File: src/source/axi_pkg.sv
`default_nettype none

package axi_pkg;

  localparam int ID_BITS   = 4;
  localparam int IDS_BITS  = 5;  // Master tag + master ID
  localparam int ADDR_BITS = 32;
  localparam int LEN_BITS  = 4;
  localparam int SIZE_BITS = 3;

  // Tag placed in the upper bit of the slave-side ID
  localparam logic MASTER_0_ID = 1'b0;
  localparam logic MASTER_1_ID = 1'b1;

  localparam logic [ADDR_BITS-1:0] S0_BASE = 32'h0000_0000;
  localparam logic [ADDR_BITS-1:0] S0_LAST = 32'h0000_FFFF;
  localparam logic [ADDR_BITS-1:0] S1_BASE = 32'h0001_0000;
  localparam logic [ADDR_BITS-1:0] S1_LAST = 32'h0001_FFFF;

  localparam logic [1:0] RESP_OKAY   = 2'b00;
  localparam logic [1:0] RESP_DECERR = 2'b11;

  typedef enum logic [1:0] {
    LOCK_FREE,
    LOCK_M0,
    LOCK_M1
  } arb_lock_t;

  typedef enum logic [1:0] {
    SLAVE_0,
    SLAVE_1,
    SLAVE_DEF
  } dec_result_t;

  typedef enum logic {
    DS_IDLE,
    DS_BURST
  } ds_state_t;

  // Anything outside the two windows goes to the default slave
  function automatic dec_result_t addr_decode(input logic [ADDR_BITS-1:0] addr);
    if (addr >= S0_BASE && addr <= S0_LAST) return SLAVE_0;
    if (addr >= S1_BASE && addr <= S1_LAST) return SLAVE_1;
    return SLAVE_DEF;
  endfunction

endpackage

`default_nettype wire
File: src/source/axi_read_xbar.sv
`timescale 1ns/1ps
`default_nettype none

module axi_read_xbar #(
  parameter int DATA_W = 32
) (
  input  logic                          clk,
  input  logic                          rstn,
  input  logic [axi_pkg::ID_BITS-1:0]   m0_arid,
  input  logic [axi_pkg::ADDR_BITS-1:0] m0_araddr,
  input  logic [axi_pkg::LEN_BITS-1:0]  m0_arlen,
  input  logic [axi_pkg::SIZE_BITS-1:0] m0_arsize,
  input  logic [1:0]                    m0_arburst,
  input  logic                          m0_arvalid,
  output logic                          m0_arready,
  output logic [axi_pkg::ID_BITS-1:0]   m0_rid,
  output logic [DATA_W-1:0]             m0_rdata,
  output logic [1:0]                    m0_rresp,
  output logic                          m0_rlast,
  output logic                          m0_rvalid,
  input  logic                          m0_rready,
  input  logic [axi_pkg::ID_BITS-1:0]   m1_arid,
  input  logic [axi_pkg::ADDR_BITS-1:0] m1_araddr,
  input  logic [axi_pkg::LEN_BITS-1:0]  m1_arlen,
  input  logic [axi_pkg::SIZE_BITS-1:0] m1_arsize,
  input  logic [1:0]                    m1_arburst,
  input  logic                          m1_arvalid,
  output logic                          m1_arready,
  output logic [axi_pkg::ID_BITS-1:0]   m1_rid,
  output logic [DATA_W-1:0]             m1_rdata,
  output logic [1:0]                    m1_rresp,
  output logic                          m1_rlast,
  output logic                          m1_rvalid,
  input  logic                          m1_rready,
  output logic [axi_pkg::IDS_BITS-1:0]  s0_arid,
  output logic [axi_pkg::ADDR_BITS-1:0] s0_araddr,
  output logic [axi_pkg::LEN_BITS-1:0]  s0_arlen,
  output logic [axi_pkg::SIZE_BITS-1:0] s0_arsize,
  output logic [1:0]                    s0_arburst,
  output logic                          s0_arvalid,
  input  logic                          s0_arready,
  input  logic [axi_pkg::IDS_BITS-1:0]  s0_rid,
  input  logic [DATA_W-1:0]             s0_rdata,
  input  logic [1:0]                    s0_rresp,
  input  logic                          s0_rlast,
  input  logic                          s0_rvalid,
  output logic                          s0_rready,
  output logic [axi_pkg::IDS_BITS-1:0]  s1_arid,
  output logic [axi_pkg::ADDR_BITS-1:0] s1_araddr,
  output logic [axi_pkg::LEN_BITS-1:0]  s1_arlen,
  output logic [axi_pkg::SIZE_BITS-1:0] s1_arsize,
  output logic [1:0]                    s1_arburst,
  output logic                          s1_arvalid,
  input  logic                          s1_arready,
  input  logic [axi_pkg::IDS_BITS-1:0]  s1_rid,
  input  logic [DATA_W-1:0]             s1_rdata,
  input  logic [1:0]                    s1_rresp,
  input  logic                          s1_rlast,
  input  logic                          s1_rvalid,
  output logic                          s1_rready
);

  // Default slave side
  logic [axi_pkg::IDS_BITS-1:0] s2_arid;
  logic [axi_pkg::LEN_BITS-1:0] s2_arlen;
  logic                         s2_arvalid, s2_arready;
  logic [axi_pkg::IDS_BITS-1:0] s2_rid;
  logic [DATA_W-1:0]            s2_rdata;
  logic [1:0]                   s2_rresp;
  logic                         s2_rlast, s2_rvalid, s2_rready;

  logic m0_r_done, m1_r_done;  // RLAST handshakes back to the locks
  logic s0_r_done, s1_r_done, s2_r_done;

  // Default slave ignores address, size and burst type
  ar_channel u_ar_channel (
    .s2_araddr  (),
    .s2_arsize  (),
    .s2_arburst (),
    .*
  );

  r_channel #(.DATA_W(DATA_W)) u_r_channel (.*);

  default_slave #(.DATA_W(DATA_W)) u_default_slave (.*);

endmodule

`default_nettype wire

File: src/source/default_slave.sv
`timescale 1ns/1ps
`default_nettype none

module default_slave #(
  parameter int DATA_W = 32
) (
  input  logic                         clk,
  input  logic                         rstn,
  input  logic [axi_pkg::IDS_BITS-1:0] s2_arid,
  input  logic [axi_pkg::LEN_BITS-1:0] s2_arlen,
  input  logic                         s2_arvalid,
  output logic                         s2_arready,
  output logic [axi_pkg::IDS_BITS-1:0] s2_rid,
  output logic [DATA_W-1:0]            s2_rdata,
  output logic [1:0]                   s2_rresp,
  output logic                         s2_rlast,
  output logic                         s2_rvalid,
  input  logic                         s2_rready
);

  axi_pkg::ds_state_t state;

  logic [axi_pkg::LEN_BITS-1:0] beats_left;  // Beats after the current one
  logic [axi_pkg::IDS_BITS-1:0] id_q;

  assign s2_arready = (state == axi_pkg::DS_IDLE);
  assign s2_rvalid  = (state == axi_pkg::DS_BURST);
  assign s2_rid     = id_q;
  assign s2_rdata   = '0;
  assign s2_rresp   = axi_pkg::RESP_DECERR;
  assign s2_rlast   = s2_rvalid & (beats_left == '0);

  always_ff @(posedge clk or negedge rstn) begin
    if (!rstn) begin
      state      <= axi_pkg::DS_IDLE;
      beats_left <= '0;
    end else begin
      case (state)
        axi_pkg::DS_IDLE: begin
          if (s2_arvalid) begin
            state      <= axi_pkg::DS_BURST;
            beats_left <= s2_arlen;
          end
        end
        default: begin
          if (s2_rready) begin
            if (beats_left == '0) state <= axi_pkg::DS_IDLE;
            else beats_left <= beats_left - 1'b1;
          end
        end
      endcase
    end
  end

  always_ff @(posedge clk) begin
    if (s2_arvalid && s2_arready) id_q <= s2_arid;
  end

endmodule

`default_nettype wire

File: src/source/r_channel.sv
`timescale 1ns/1ps
`default_nettype none

module r_channel #(
  parameter int DATA_W = 32
) (
  input  logic [axi_pkg::IDS_BITS-1:0] s0_rid,
  input  logic [DATA_W-1:0]            s0_rdata,
  input  logic [1:0]                   s0_rresp,
  input  logic                         s0_rlast,
  input  logic                         s0_rvalid,
  output logic                         s0_rready,
  input  logic [axi_pkg::IDS_BITS-1:0] s1_rid,
  input  logic [DATA_W-1:0]            s1_rdata,
  input  logic [1:0]                   s1_rresp,
  input  logic                         s1_rlast,
  input  logic                         s1_rvalid,
  output logic                         s1_rready,
  input  logic [axi_pkg::IDS_BITS-1:0] s2_rid,
  input  logic [DATA_W-1:0]            s2_rdata,
  input  logic [1:0]                   s2_rresp,
  input  logic                         s2_rlast,
  input  logic                         s2_rvalid,
  output logic                         s2_rready,
  output logic [axi_pkg::ID_BITS-1:0]  m0_rid,
  output logic [DATA_W-1:0]            m0_rdata,
  output logic [1:0]                   m0_rresp,
  output logic                         m0_rlast,
  output logic                         m0_rvalid,
  input  logic                         m0_rready,
  output logic [axi_pkg::ID_BITS-1:0]  m1_rid,
  output logic [DATA_W-1:0]            m1_rdata,
  output logic [1:0]                   m1_rresp,
  output logic                         m1_rlast,
  output logic                         m1_rvalid,
  input  logic                         m1_rready,
  output logic                         m0_r_done,
  output logic                         m1_r_done,
  output logic                         s0_r_done,
  output logic                         s1_r_done,
  output logic                         s2_r_done
);

  logic [axi_pkg::IDS_BITS-1:0] rid_s   [3];
  logic [DATA_W-1:0]            rdata_s [3];
  logic [1:0]                   rresp_s [3];
  logic [2:0]                   rlast_s, rvalid_s;

  logic [axi_pkg::ID_BITS-1:0]  rid_m   [2];
  logic [DATA_W-1:0]            rdata_m [2];
  logic [1:0]                   rresp_m [2];
  logic [1:0]                   rlast_m, rvalid_m;
  logic [2:0]                   route   [2];  // route[m][k]: slave k answers master m

  assign rid_s    = '{s0_rid, s1_rid, s2_rid};
  assign rdata_s  = '{s0_rdata, s1_rdata, s2_rdata};
  assign rresp_s  = '{s0_rresp, s1_rresp, s2_rresp};
  assign rlast_s  = {s2_rlast, s1_rlast, s0_rlast};
  assign rvalid_s = {s2_rvalid, s1_rvalid, s0_rvalid};

  // At most one slave holds a burst for a given master
  always_comb begin
    for (int m = 0; m < 2; m++) begin
      rid_m[m]    = '0;
      rdata_m[m]  = '0;
      rresp_m[m]  = '0;
      rlast_m[m]  = 1'b0;
      rvalid_m[m] = 1'b0;
      for (int k = 0; k < 3; k++) begin
        route[m][k] = rvalid_s[k] & (rid_s[k][axi_pkg::IDS_BITS-1] ==
                      ((m == 0) ? axi_pkg::MASTER_0_ID : axi_pkg::MASTER_1_ID));
        if (route[m][k]) begin
          rid_m[m]    = rid_s[k][axi_pkg::ID_BITS-1:0];  // Tag stripped
          rdata_m[m]  = rdata_s[k];
          rresp_m[m]  = rresp_s[k];
          rlast_m[m]  = rlast_s[k];
          rvalid_m[m] = 1'b1;
        end
      end
    end
  end

  assign m0_rid    = rid_m[0];
  assign m0_rdata  = rdata_m[0];
  assign m0_rresp  = rresp_m[0];
  assign m0_rlast  = rlast_m[0];
  assign m0_rvalid = rvalid_m[0];
  assign m1_rid    = rid_m[1];
  assign m1_rdata  = rdata_m[1];
  assign m1_rresp  = rresp_m[1];
  assign m1_rlast  = rlast_m[1];
  assign m1_rvalid = rvalid_m[1];

  assign s0_rready = (route[0][0] & m0_rready) | (route[1][0] & m1_rready);
  assign s1_rready = (route[0][1] & m0_rready) | (route[1][1] & m1_rready);
  assign s2_rready = (route[0][2] & m0_rready) | (route[1][2] & m1_rready);

  // Last beat accepted
  assign m0_r_done = m0_rvalid & m0_rready & m0_rlast;
  assign m1_r_done = m1_rvalid & m1_rready & m1_rlast;
  assign s0_r_done = s0_rvalid & s0_rready & s0_rlast;
  assign s1_r_done = s1_rvalid & s1_rready & s1_rlast;
  assign s2_r_done = s2_rvalid & s2_rready & s2_rlast;

endmodule

`default_nettype wire

File: src/source/ar_channel.sv
`timescale 1ns/1ps
`default_nettype none

module ar_channel (
  input  logic                            clk,
  input  logic                            rstn,
  input  logic [axi_pkg::ID_BITS-1:0]     m0_arid,
  input  logic [axi_pkg::ADDR_BITS-1:0]   m0_araddr,
  input  logic [axi_pkg::LEN_BITS-1:0]    m0_arlen,
  input  logic [axi_pkg::SIZE_BITS-1:0]   m0_arsize,
  input  logic [1:0]                      m0_arburst,
  input  logic                            m0_arvalid,
  output logic                            m0_arready,
  input  logic [axi_pkg::ID_BITS-1:0]     m1_arid,
  input  logic [axi_pkg::ADDR_BITS-1:0]   m1_araddr,
  input  logic [axi_pkg::LEN_BITS-1:0]    m1_arlen,
  input  logic [axi_pkg::SIZE_BITS-1:0]   m1_arsize,
  input  logic [1:0]                      m1_arburst,
  input  logic                            m1_arvalid,
  output logic                            m1_arready,
  output logic [axi_pkg::IDS_BITS-1:0]    s0_arid,
  output logic [axi_pkg::ADDR_BITS-1:0]   s0_araddr,
  output logic [axi_pkg::LEN_BITS-1:0]    s0_arlen,
  output logic [axi_pkg::SIZE_BITS-1:0]   s0_arsize,
  output logic [1:0]                      s0_arburst,
  output logic                            s0_arvalid,
  input  logic                            s0_arready,
  output logic [axi_pkg::IDS_BITS-1:0]    s1_arid,
  output logic [axi_pkg::ADDR_BITS-1:0]   s1_araddr,
  output logic [axi_pkg::LEN_BITS-1:0]    s1_arlen,
  output logic [axi_pkg::SIZE_BITS-1:0]   s1_arsize,
  output logic [1:0]                      s1_arburst,
  output logic                            s1_arvalid,
  input  logic                            s1_arready,
  output logic [axi_pkg::IDS_BITS-1:0]    s2_arid,
  output logic [axi_pkg::ADDR_BITS-1:0]   s2_araddr,
  output logic [axi_pkg::LEN_BITS-1:0]    s2_arlen,
  output logic [axi_pkg::SIZE_BITS-1:0]   s2_arsize,
  output logic [1:0]                      s2_arburst,
  output logic                            s2_arvalid,
  input  logic                            s2_arready,
  input  logic                            m0_r_done,
  input  logic                            m1_r_done,
  input  logic                            s0_r_done,
  input  logic                            s1_r_done,
  input  logic                            s2_r_done
);

  axi_pkg::arb_lock_t   arb_q, arb_d;
  axi_pkg::dec_result_t dec_m0, dec_m1, dec_sel;

  logic [2:0] lock_s;  // One outstanding burst per slave
  logic       lock_m0, lock_m1;
  logic       req_m0, req_m1;
  logic       sel_m1, sel_valid, sel_ready;
  logic [2:0] pick_s;

  logic [axi_pkg::IDS_BITS-1:0]  sel_id;
  logic [axi_pkg::ADDR_BITS-1:0] sel_addr;
  logic [axi_pkg::LEN_BITS-1:0]  sel_len;
  logic [axi_pkg::SIZE_BITS-1:0] sel_size;
  logic [1:0]                    sel_burst;

  assign dec_m0 = axi_pkg::addr_decode(m0_araddr);
  assign dec_m1 = axi_pkg::addr_decode(m1_araddr);

  // A request only counts when neither its master nor its target is busy
  assign req_m0 = m0_arvalid & ~lock_m0 & ~lock_s[dec_m0];
  assign req_m1 = m1_arvalid & ~lock_m1 & ~lock_s[dec_m1];

  always_comb begin
    sel_m1    = 1'b0;
    sel_valid = 1'b0;
    case (arb_q)
      axi_pkg::LOCK_M0: sel_valid = req_m0;
      axi_pkg::LOCK_M1: begin
        sel_m1    = 1'b1;
        sel_valid = req_m1;
      end
      default: begin
        sel_m1    = ~req_m0 & req_m1;  // M0 wins a tie
        sel_valid = req_m0 | req_m1;
      end
    endcase
  end

  always_comb begin
    arb_d = arb_q;
    if (arb_q == axi_pkg::LOCK_FREE) begin
      if (sel_valid & ~sel_ready) begin
        if (sel_m1) arb_d = axi_pkg::LOCK_M1;
        else arb_d = axi_pkg::LOCK_M0;
      end
    end else if (sel_valid & sel_ready) begin
      arb_d = axi_pkg::LOCK_FREE;
    end
  end

  always_ff @(posedge clk or negedge rstn) begin
    if (!rstn) arb_q <= axi_pkg::LOCK_FREE;
    else arb_q <= arb_d;
  end

  assign sel_id    = sel_m1 ? {axi_pkg::MASTER_1_ID, m1_arid} : {axi_pkg::MASTER_0_ID, m0_arid};
  assign sel_addr  = sel_m1 ? m1_araddr : m0_araddr;
  assign sel_len   = sel_m1 ? m1_arlen : m0_arlen;
  assign sel_size  = sel_m1 ? m1_arsize : m0_arsize;
  assign sel_burst = sel_m1 ? m1_arburst : m0_arburst;
  assign dec_sel   = sel_m1 ? dec_m1 : dec_m0;

  assign pick_s[0] = (dec_sel == axi_pkg::SLAVE_0);
  assign pick_s[1] = (dec_sel == axi_pkg::SLAVE_1);
  assign pick_s[2] = (dec_sel == axi_pkg::SLAVE_DEF);

  // Unselected slaves see zeros
  assign s0_arid    = pick_s[0] ? sel_id : '0;
  assign s0_araddr  = pick_s[0] ? sel_addr : '0;
  assign s0_arlen   = pick_s[0] ? sel_len : '0;
  assign s0_arsize  = pick_s[0] ? sel_size : '0;
  assign s0_arburst = pick_s[0] ? sel_burst : '0;
  assign s0_arvalid = pick_s[0] & sel_valid;

  assign s1_arid    = pick_s[1] ? sel_id : '0;
  assign s1_araddr  = pick_s[1] ? sel_addr : '0;
  assign s1_arlen   = pick_s[1] ? sel_len : '0;
  assign s1_arsize  = pick_s[1] ? sel_size : '0;
  assign s1_arburst = pick_s[1] ? sel_burst : '0;
  assign s1_arvalid = pick_s[1] & sel_valid;

  assign s2_arid    = pick_s[2] ? sel_id : '0;
  assign s2_araddr  = pick_s[2] ? sel_addr : '0;
  assign s2_arlen   = pick_s[2] ? sel_len : '0;
  assign s2_arsize  = pick_s[2] ? sel_size : '0;
  assign s2_arburst = pick_s[2] ? sel_burst : '0;
  assign s2_arvalid = pick_s[2] & sel_valid;

  assign sel_ready  = |(pick_s & {s2_arready, s1_arready, s0_arready});
  assign m0_arready = sel_valid & ~sel_m1 & sel_ready;
  assign m1_arready = sel_valid & sel_m1 & sel_ready;

  // Set at the address handshake, cleared by the RLAST handshake
  always_ff @(posedge clk or negedge rstn) begin
    if (!rstn) begin
      lock_m0 <= 1'b0;
      lock_m1 <= 1'b0;
      lock_s  <= 3'b000;
    end else begin
      lock_m0   <= lock_m0 ? ~m0_r_done : (m0_arvalid & m0_arready);
      lock_m1   <= lock_m1 ? ~m1_r_done : (m1_arvalid & m1_arready);
      lock_s[0] <= lock_s[0] ? ~s0_r_done : (s0_arvalid & s0_arready);
      lock_s[1] <= lock_s[1] ? ~s1_r_done : (s1_arvalid & s1_arready);
      lock_s[2] <= lock_s[2] ? ~s2_r_done : (s2_arvalid & s2_arready);
    end
  end

endmodule

`default_nettype wire

File: config.mk
export PLATFORM = sky130hd
export DESIGN_NAME = axi_read_xbar
export DESIGN_NICKNAME = d
export VERILOG_FILES = /design/src/source/axi_pkg.sv /design/src/source/axi_read_xbar.sv /design/src/source/default_slave.sv /design/src/source/r_channel.sv /design/src/source/ar_channel.sv
export SDC_FILE = /design/constraint.sdc
export NUM_CORES = 1
export LEC_CHECK = 0
export BUFFER_PORTS_ARGS = -buffer_cell sky130_fd_sc_hd__buf_2
export CAP_MARGIN = 20
export CORE_AREA = 2 2 138 140
export CTS_BUF_LIST = sky130_fd_sc_hd__clkbuf_8
export DETAILED_ROUTE_END_ITERATION = 12
export DIE_AREA = 0 0 140 142
export MAX_ROUTING_LAYER = met4
export SLEW_MARGIN = 20
export SYNTH_ARGS = -nofsm -noshare
export SYNTH_HDL_FRONTEND = slang
export SYNTH_SLANG_ARGS = --single-unit
export TNS_END_PERCENT = 1
File: constraint.sdc
create_clock -name clk -period 3.2 [get_ports clk]
set_input_delay 0.64 -clock clk [delete_from_list [all_inputs] [get_ports clk]]
set_output_delay 0.64 -clock clk [all_outputs]
set_load 0.05 [all_outputs]
# Word level (Yosys, flattened, before mapping)
# Cells that the tools add are included.
# Widths: inputs -> output; s select.
[word_totals]
wordCells = 185
regBits = 17
rom_bits = 0
inputBits = 180
out_inout_bits = 178
n_memories = 0
ramBits = 0
latchBits = 0
[classes]
eq_ne = 7
shift = 0
magnitude_cmp = 10
n_mux = 84
div_mod_pow = 0
n_reduce_logical = 13
n_addsub = 1
mul = 0
n_bitwise = 63
[op_table]
columns = ["cell", "count"]
rows = [
  ["$mux 32", 9],
  ["$ge 32x1->1 const B", 2],
  ["$ge 32x17->1 const B", 2],
  ["$le 32x16->1 const B", 2],
  ["$le 32x17->1 const B", 2],
  ["$mux 4", 14],
  ["$mux 2", 22],
  ["$and 1x1->1", 42],
  ["$mux 1", 29],
  ["$not 1->1", 16],
  ["$mux 5", 3],
  ["$mux 3", 3],
  ["$lt 2x3->1 const B", 2],
  ["$ne 2x2->1 const B", 3],
  ["$logic_and 1x1->1", 5],
  ["$bmux 1 s2", 2],
  ["$eq 2x1->1 const B", 2],
  ["$eq 2x2->1 const B", 2],
  ["$logic_not 2->1", 2],
  ["$logic_not 4->1", 1],
  ["$or 1x1->1", 4],
  ["$pmux 1 s2", 2],
  ["$reduce_bool 2->1", 2],
  ["$sub 4x1->4 const B", 1],
  ["4 further kinds", 4],
]

# Depth between registers and ports, before layout
[depth]
depth_word = 21
mapped_depth = 11
ltp_nobuf = 10

# Hierarchy
# From an unflattened synthesis, not the netlist that was laid out.
[hier_totals]
cells_unflattened = 766
hier_area_um2 = 4832.1
[by_module_without_submodules]
columns = ["module", "cells_per_inst", "n_inst", "area_each_um2", "seq_area_each_um2"]
rows = [
  ["ar_channel", 302, 1, 2033.2, 175.2],
  ["r_channel", 382, 1, 2024.4, 0.0],
  ["default_slave", 82, 1, 774.5, 275.3],
]

# Least setup slack after synthesis
# OpenSTA, ideal clock, no wires.
[synth_timing]
path_type = "input-to-output"
startpoint = "input port m1_araddr[29] (netlist bit)"
endpoint = "output port s0_arid[0] (netlist bit)"
required_time_ns = 2.560
n_path_buf = 3
cell_stages = 9
setup_slack_ns = -0.328
t_arrival_ns = 2.888
cell_sequence = "nor4_1 > and4_1 > buf_4 > mux2_4 > a21o_1 > buf_2 > buf_4 > mux2i_1 > nor2_1"
[synth_via]
elab_chain_len = 15
elab_cells_between_ends = 22
cone_classes = "4 x order compare; 12 x mux; 3 x bitwise; 3 x reduce/logical"
[synth_rtl]
columns = ["element", "line_no", "source"]
rows = [
  ["start: declaration", "axi_read_xbar.sv:23", "input logic [axi_pkg::ADDR_BITS-1:0] m1_araddr,"],
  ["$ge 32x17->1 / $le 32x17->1 (equally long branches)", "axi_pkg.sv:43", "if (addr >= S1_BASE && addr <= S1_LAST) return SLAVE_1;"],
  ["$logic_and 1x1->1", "axi_pkg.sv:43", ""],
  ["$mux 1 (2 in a row)", "axi_pkg.sv:43", ""],
  ["$mux 2", "axi_pkg.sv:44", "return SLAVE_DEF;"],
  ["$mux 2 (*)", "axi_pkg.sv:43", ""],
  ["$bmux 1 s2", "ar_channel.sv:69", "assign req_m1 = m1_arvalid & ~lock_m1 & ~lock_s[dec_m1];"],
  ["$mux 1 (not written as such)", "ar_channel.sv:69", ""],
  ["$not 1->1", "ar_channel.sv:69", ""],
  ["$and 1x1->1", "ar_channel.sv:69", ""],
  ["$and 1x1->1", "ar_channel.sv:81", "sel_m1 = ~req_m0 & req_m1;"],
  ["$pmux 1 s2", "ar_channel.sv:74", "case (arb_q)"],
  ["$mux 2", "ar_channel.sv:109", "assign dec_sel = sel_m1 ? dec_m1 : dec_m0;"],
  ["$logic_not 2->1", "ar_channel.sv:111", "assign pick_s[0] = (dec_sel == axi_pkg::SLAVE_0);"],
  ["$mux 5 (*)", "ar_channel.sv:116", "assign s0_arid = pick_s[0] ? sel_id : '0;"],
  ["end: declaration", "axi_read_xbar.sv:35", "output logic [axi_pkg::IDS_BITS-1:0] s0_arid,"],
]
# Every way passes the cells marked *; elsewhere a longest branch is shown, timed or not. The select of a mux whose other input is x is not followed.

# Worst setup path after layout
[layout_timing]
startpoint = "input port m0_araddr[24] (netlist bit)"
endpoint = "output port s0_araddr[15] (netlist bit)"
[layout_via]
elab_chain_len = 16
elab_cells_between_ends = 23
cone_classes = "4 x order compare; 12 x mux; 4 x bitwise; 3 x reduce/logical"
[layout_rtl]
columns = ["element", "line_no", "source"]
rows = [
  ["start: declaration", "axi_read_xbar.sv:10", "input logic [axi_pkg::ADDR_BITS-1:0] m0_araddr,"],
  ["$ge 32x17->1 / $le 32x17->1 (equally long branches)", "axi_pkg.sv:43", ""],
  ["$logic_and 1x1->1", "axi_pkg.sv:43", ""],
  ["$mux 1 (2 in a row)", "axi_pkg.sv:43", ""],
  ["$mux 2", "axi_pkg.sv:44", ""],
  ["$mux 2 (*)", "axi_pkg.sv:43", ""],
  ["$bmux 1 s2", "ar_channel.sv:68", "assign req_m0 = m0_arvalid & ~lock_m0 & ~lock_s[dec_m0];"],
  ["$mux 1 (not written as such)", "ar_channel.sv:68", ""],
  ["$not 1->1", "ar_channel.sv:68", ""],
  ["$and 1x1->1", "ar_channel.sv:68", ""],
  ["$not 1->1", "ar_channel.sv:81", ""],
  ["$and 1x1->1", "ar_channel.sv:81", ""],
  ["$pmux 1 s2", "ar_channel.sv:74", ""],
  ["$mux 2", "ar_channel.sv:109", ""],
  ["$logic_not 2->1", "ar_channel.sv:111", ""],
  ["$mux 32 (*)", "ar_channel.sv:117", "assign s0_araddr = pick_s[0] ? sel_addr : '0;"],
  ["end: declaration", "axi_read_xbar.sv:36", "output logic [axi_pkg::ADDR_BITS-1:0] s0_araddr,"],
]
# Marked as above.

==> impl_metrics.json <==
{
  "status": "finished, violations left",
  "failed_checks": "DRC, setup timing",
  "first_global_vias": 4681,
  "multi_input_area_um2": 3130,
  "slowest_stage": "mux2_4",
  "crit_path_end_kind": "primary output",
  "p_leak_nw": 3.17,
  "path_buf_inv": 3,
  "synth_top_cells_by_count": "85 x nor2_1, 64 x a22o_1, 35 x buf_4, 35 x mux2i_1, 22 x clkbuf_1",
  "async_reset_ff_frac": 0.706,
  "whs_ps": 242,
  "nFillCells": 1863,
  "grt_pass1_wl_um": 25600,
  "ir_drop_uv": 174,
  "routabilityCongestion": 0.833,
  "synth_top_area_frac": 0.181,
  "worst_pin_slew_ps": 530,
  "start_util": 0.168,
  "rsz0062_at_grt": "yes",
  "synth_area_leaders": "a22o_1 18%, mux2i_1 11%, nor2_1 10%, dfrtp_1 9.7%, buf_4 8.5%",
  "clock_latency_ps": 270,
  "cts_root_buf": "clkbuf_8",
  "drv_slew": 0,
  "final_util": 0.367,
  "required_ps": 2560,
  "htree_levels": 1,
  "cts_buffers": 3,
  "syn-instance-count": 411,
  "post-route-period-util": 1.04,
  "finalSetupViolations": 61,
  "die_y_um": 142,
  "syn_area_um2": 3100,
  "cp_cell_sequence": "buf_6 > nor4_4 > nand4_1 > mux2_4 > a21o_4 > buf_12 > mux2i_2 > nor2_4 > buf_2",
  "arrival_ps": 2700,
  "drc": 25,
  "synth-seq-cells": 17,
  "powerDensity_nw_per_um2": 423,
  "cts_tree": "done",
  "first_pass_iters": 11,
  "ys_types": 51,
  "design.portCount": 358,
  "area_growth_pct": 118,
  "slew_headroom": 0.637,
  "antenna_left": 0,
  "timing.final.crit_period_ps": 3340,
  "cts_hold_buf": 0,
  "layout-drive-gt1-share": 0.672,
  "grt_use_total": 0.169,
  "fp.dieW_um": 140,
  "path_class": "input port to primary output",
  "skew_ps": 11.0,
  "fin_ws_ps": -138,
  "synth_most_common_cell": "nor2_1",
  "grt_start_max_net_pins": 33,
  "io_buffers": 326,
  "synth_warnings": 0,
  "die-area_um2": 19900,
  "ys.flop_type": "dfrtp_1",
  "drt_iter0_markers": 136,
  "cts_sinks": 17,
  "maxCapViolCount": 0,
  "antenna_found_initial": 1,
  "crit_family": "multiplexers",
  "via_per_inst": 4.54,
  "crit_path_start_kind": "input port",
  "cp_max_fo": 6,
  "ys_seq_area_frac": 0.145,
  "yosysTopAreaCell": "a22o_1",
  "clkTransAtPathRegs_ps": 80,
  "vias": 4590,
  "final_nets": 963,
  "routed_wl_um": 17100,
  "cts_max_path_buffers": 2,
  "syn-mean-instance-area_um2": 7.55,
  "core_um2": 18500,
  "critPathMaxStageDelay_ps": 400,
  "rows": 50,
  "synth_edf_count": 5,
  "overflow": 0,
  "max_freq_mhz": 300,
  "routedWlPerCell_um": 16.9,
  "min_path_type": "input port to asynchronous set/reset pin",
  "hold_viol": 0,
  "detailed_place_hpwl_um": 13600,
  "seqCellArea_um2": 450
}
-- sequential cells by signal (all words and copies together) (netlist names) --
name,flops
u_default_slave.s2_rvalid,1
u_ar_channel.lock_m1,1
u_default_slave.s2_rid,5
u_ar_channel.arb_q,2
u_ar_channel.lock_m0,1
u_default_slave.beats_left,4
u_ar_channel.lock_s,3
-- layout make-up --
type | count | area share
timing repair buffer | 396 | 0.416
tap | 234 | 0.0432
sequential | 17 | 0.0665
clock inverter | 1 | 0.000924
inverter | 8 | 0.00517
antenna | 1 | 0.000369
clock buffer | 3 | 0.00610
multi-input combinational | 352 | 0.462
-- metrics by stage --
step	instances	cell area, um^2	TNS [ps]	setup slack, ps	total power, mW
final	1012	6770	-4270	-138	2.87
after floorplan	441	3610	-3500	-83.1	1.74
after CTS	1011	6700	-3360	-132	2.85
after global placement	997	5720	-13360	-264	2.34
after global routing	1012	6770	-11530	-259	3.05
after detailed placement	997	5720	-15090	-282	2.35
-- placed cells by master (no fill, tap or decap), types with 3 or more instances in the layout --
cell type and n:
o21ai_1 5, nor2_4 45, nor3_1 5, buf_8 8, inv_1 7, and2_1 4, nor2b_1 6, a221o_1 4
clkbuf_8 3, mux2i_1 11, edfxtp_1 5, buf_4 51, nor2b_2 3, a21oi_1 4, nor2_2 16, nor3_2 4
nor2_1 24, buf_2 260, ha_1 4, mux2i_4 17, a22o_1 64, buf_6 64, a31oi_1 3, nand2_1 18
nand2b_1 3, buf_12 9, conb_1 31, buf_16 4, a22oi_1 10, and3_1 4, nand3_1 3, o21ai_0 9
mux2i_2 7, nand4_1 3, nor4_4 5, dfrtp_1 12
-- logic make-up (layout without fill, tap and decap cells) --
| family | Yosys count | count (layout) | share of synthesized area |
|---|---|---|---|
| simple gates | 154 | 154 | 0.235 |
| compound gates | 125 | 125 | 0.342 |
| buf+inv | 72 | 408 | 0.134 |
| mux | 37 | 37 | 0.123 |
| flops | 17 | 17 | 0.145 |
| fa+ha+maj | 5 | 5 | 0.0202 |
| other cells | 1 | 32 | 0.00121 |
-- metal layers --
layer  track usage  wire length [um]  vias to the layer above
met5             -                 0                        -
met1         0.184              6610                     2134
met4        0.0473               377                        0
met2         0.319              9050                      237
met3        0.0252              1090                       15
li1              -                 -                     2204
-- worst paths after layout --
kind | from | end | cells after the start | slack [ps]
max | m0_araddr[24] | s0_araddr[15] | 9 | -140
min | rstn | u_ar_channel.arb_q[1]$_DFFE_PN0P_ | 1 | 240
max reg2reg | u_ar_channel.arb_q[1]$_DFFE_PN0P_ | u_default_slave.beats_left[3]$_DFFE_PN0P_ | 11 | 560
min reg2reg | u_ar_channel.lock_m1$_DFF_PN0_ | u_ar_channel.lock_m1$_DFF_PN0_ | 2 | 530
max in group asynchronous | rstn | u_default_slave.beats_left[3]$_DFFE_PN0P_ | 1 | 2710
min in group clk | u_ar_channel.lock_m1$_DFF_PN0_ | u_ar_channel.lock_m1$_DFF_PN0_ | 2 | 530
-- where the power goes --
part | switching (mW) | leakage, nW | internal, mW | total (mW)
clock | 0.0891 | 0.0260 | 0.0887 | 0.178
combinational | 1.42 | 2.96 | 0.922 | 2.34
sequential | 0.0572 | 0.186 | 0.288 | 0.345
total | 1.57 | 3.17 | 1.30 | 2.87
-- repair_timing --
action	4_1_cts	5_1_grt
pin swaps	22	6
setup buffers	6	0
setup endpoints to repair	63	63
resized for setup	195	21
cloned	4	0
No activity file was read; power rests on OpenSTA's default activity.
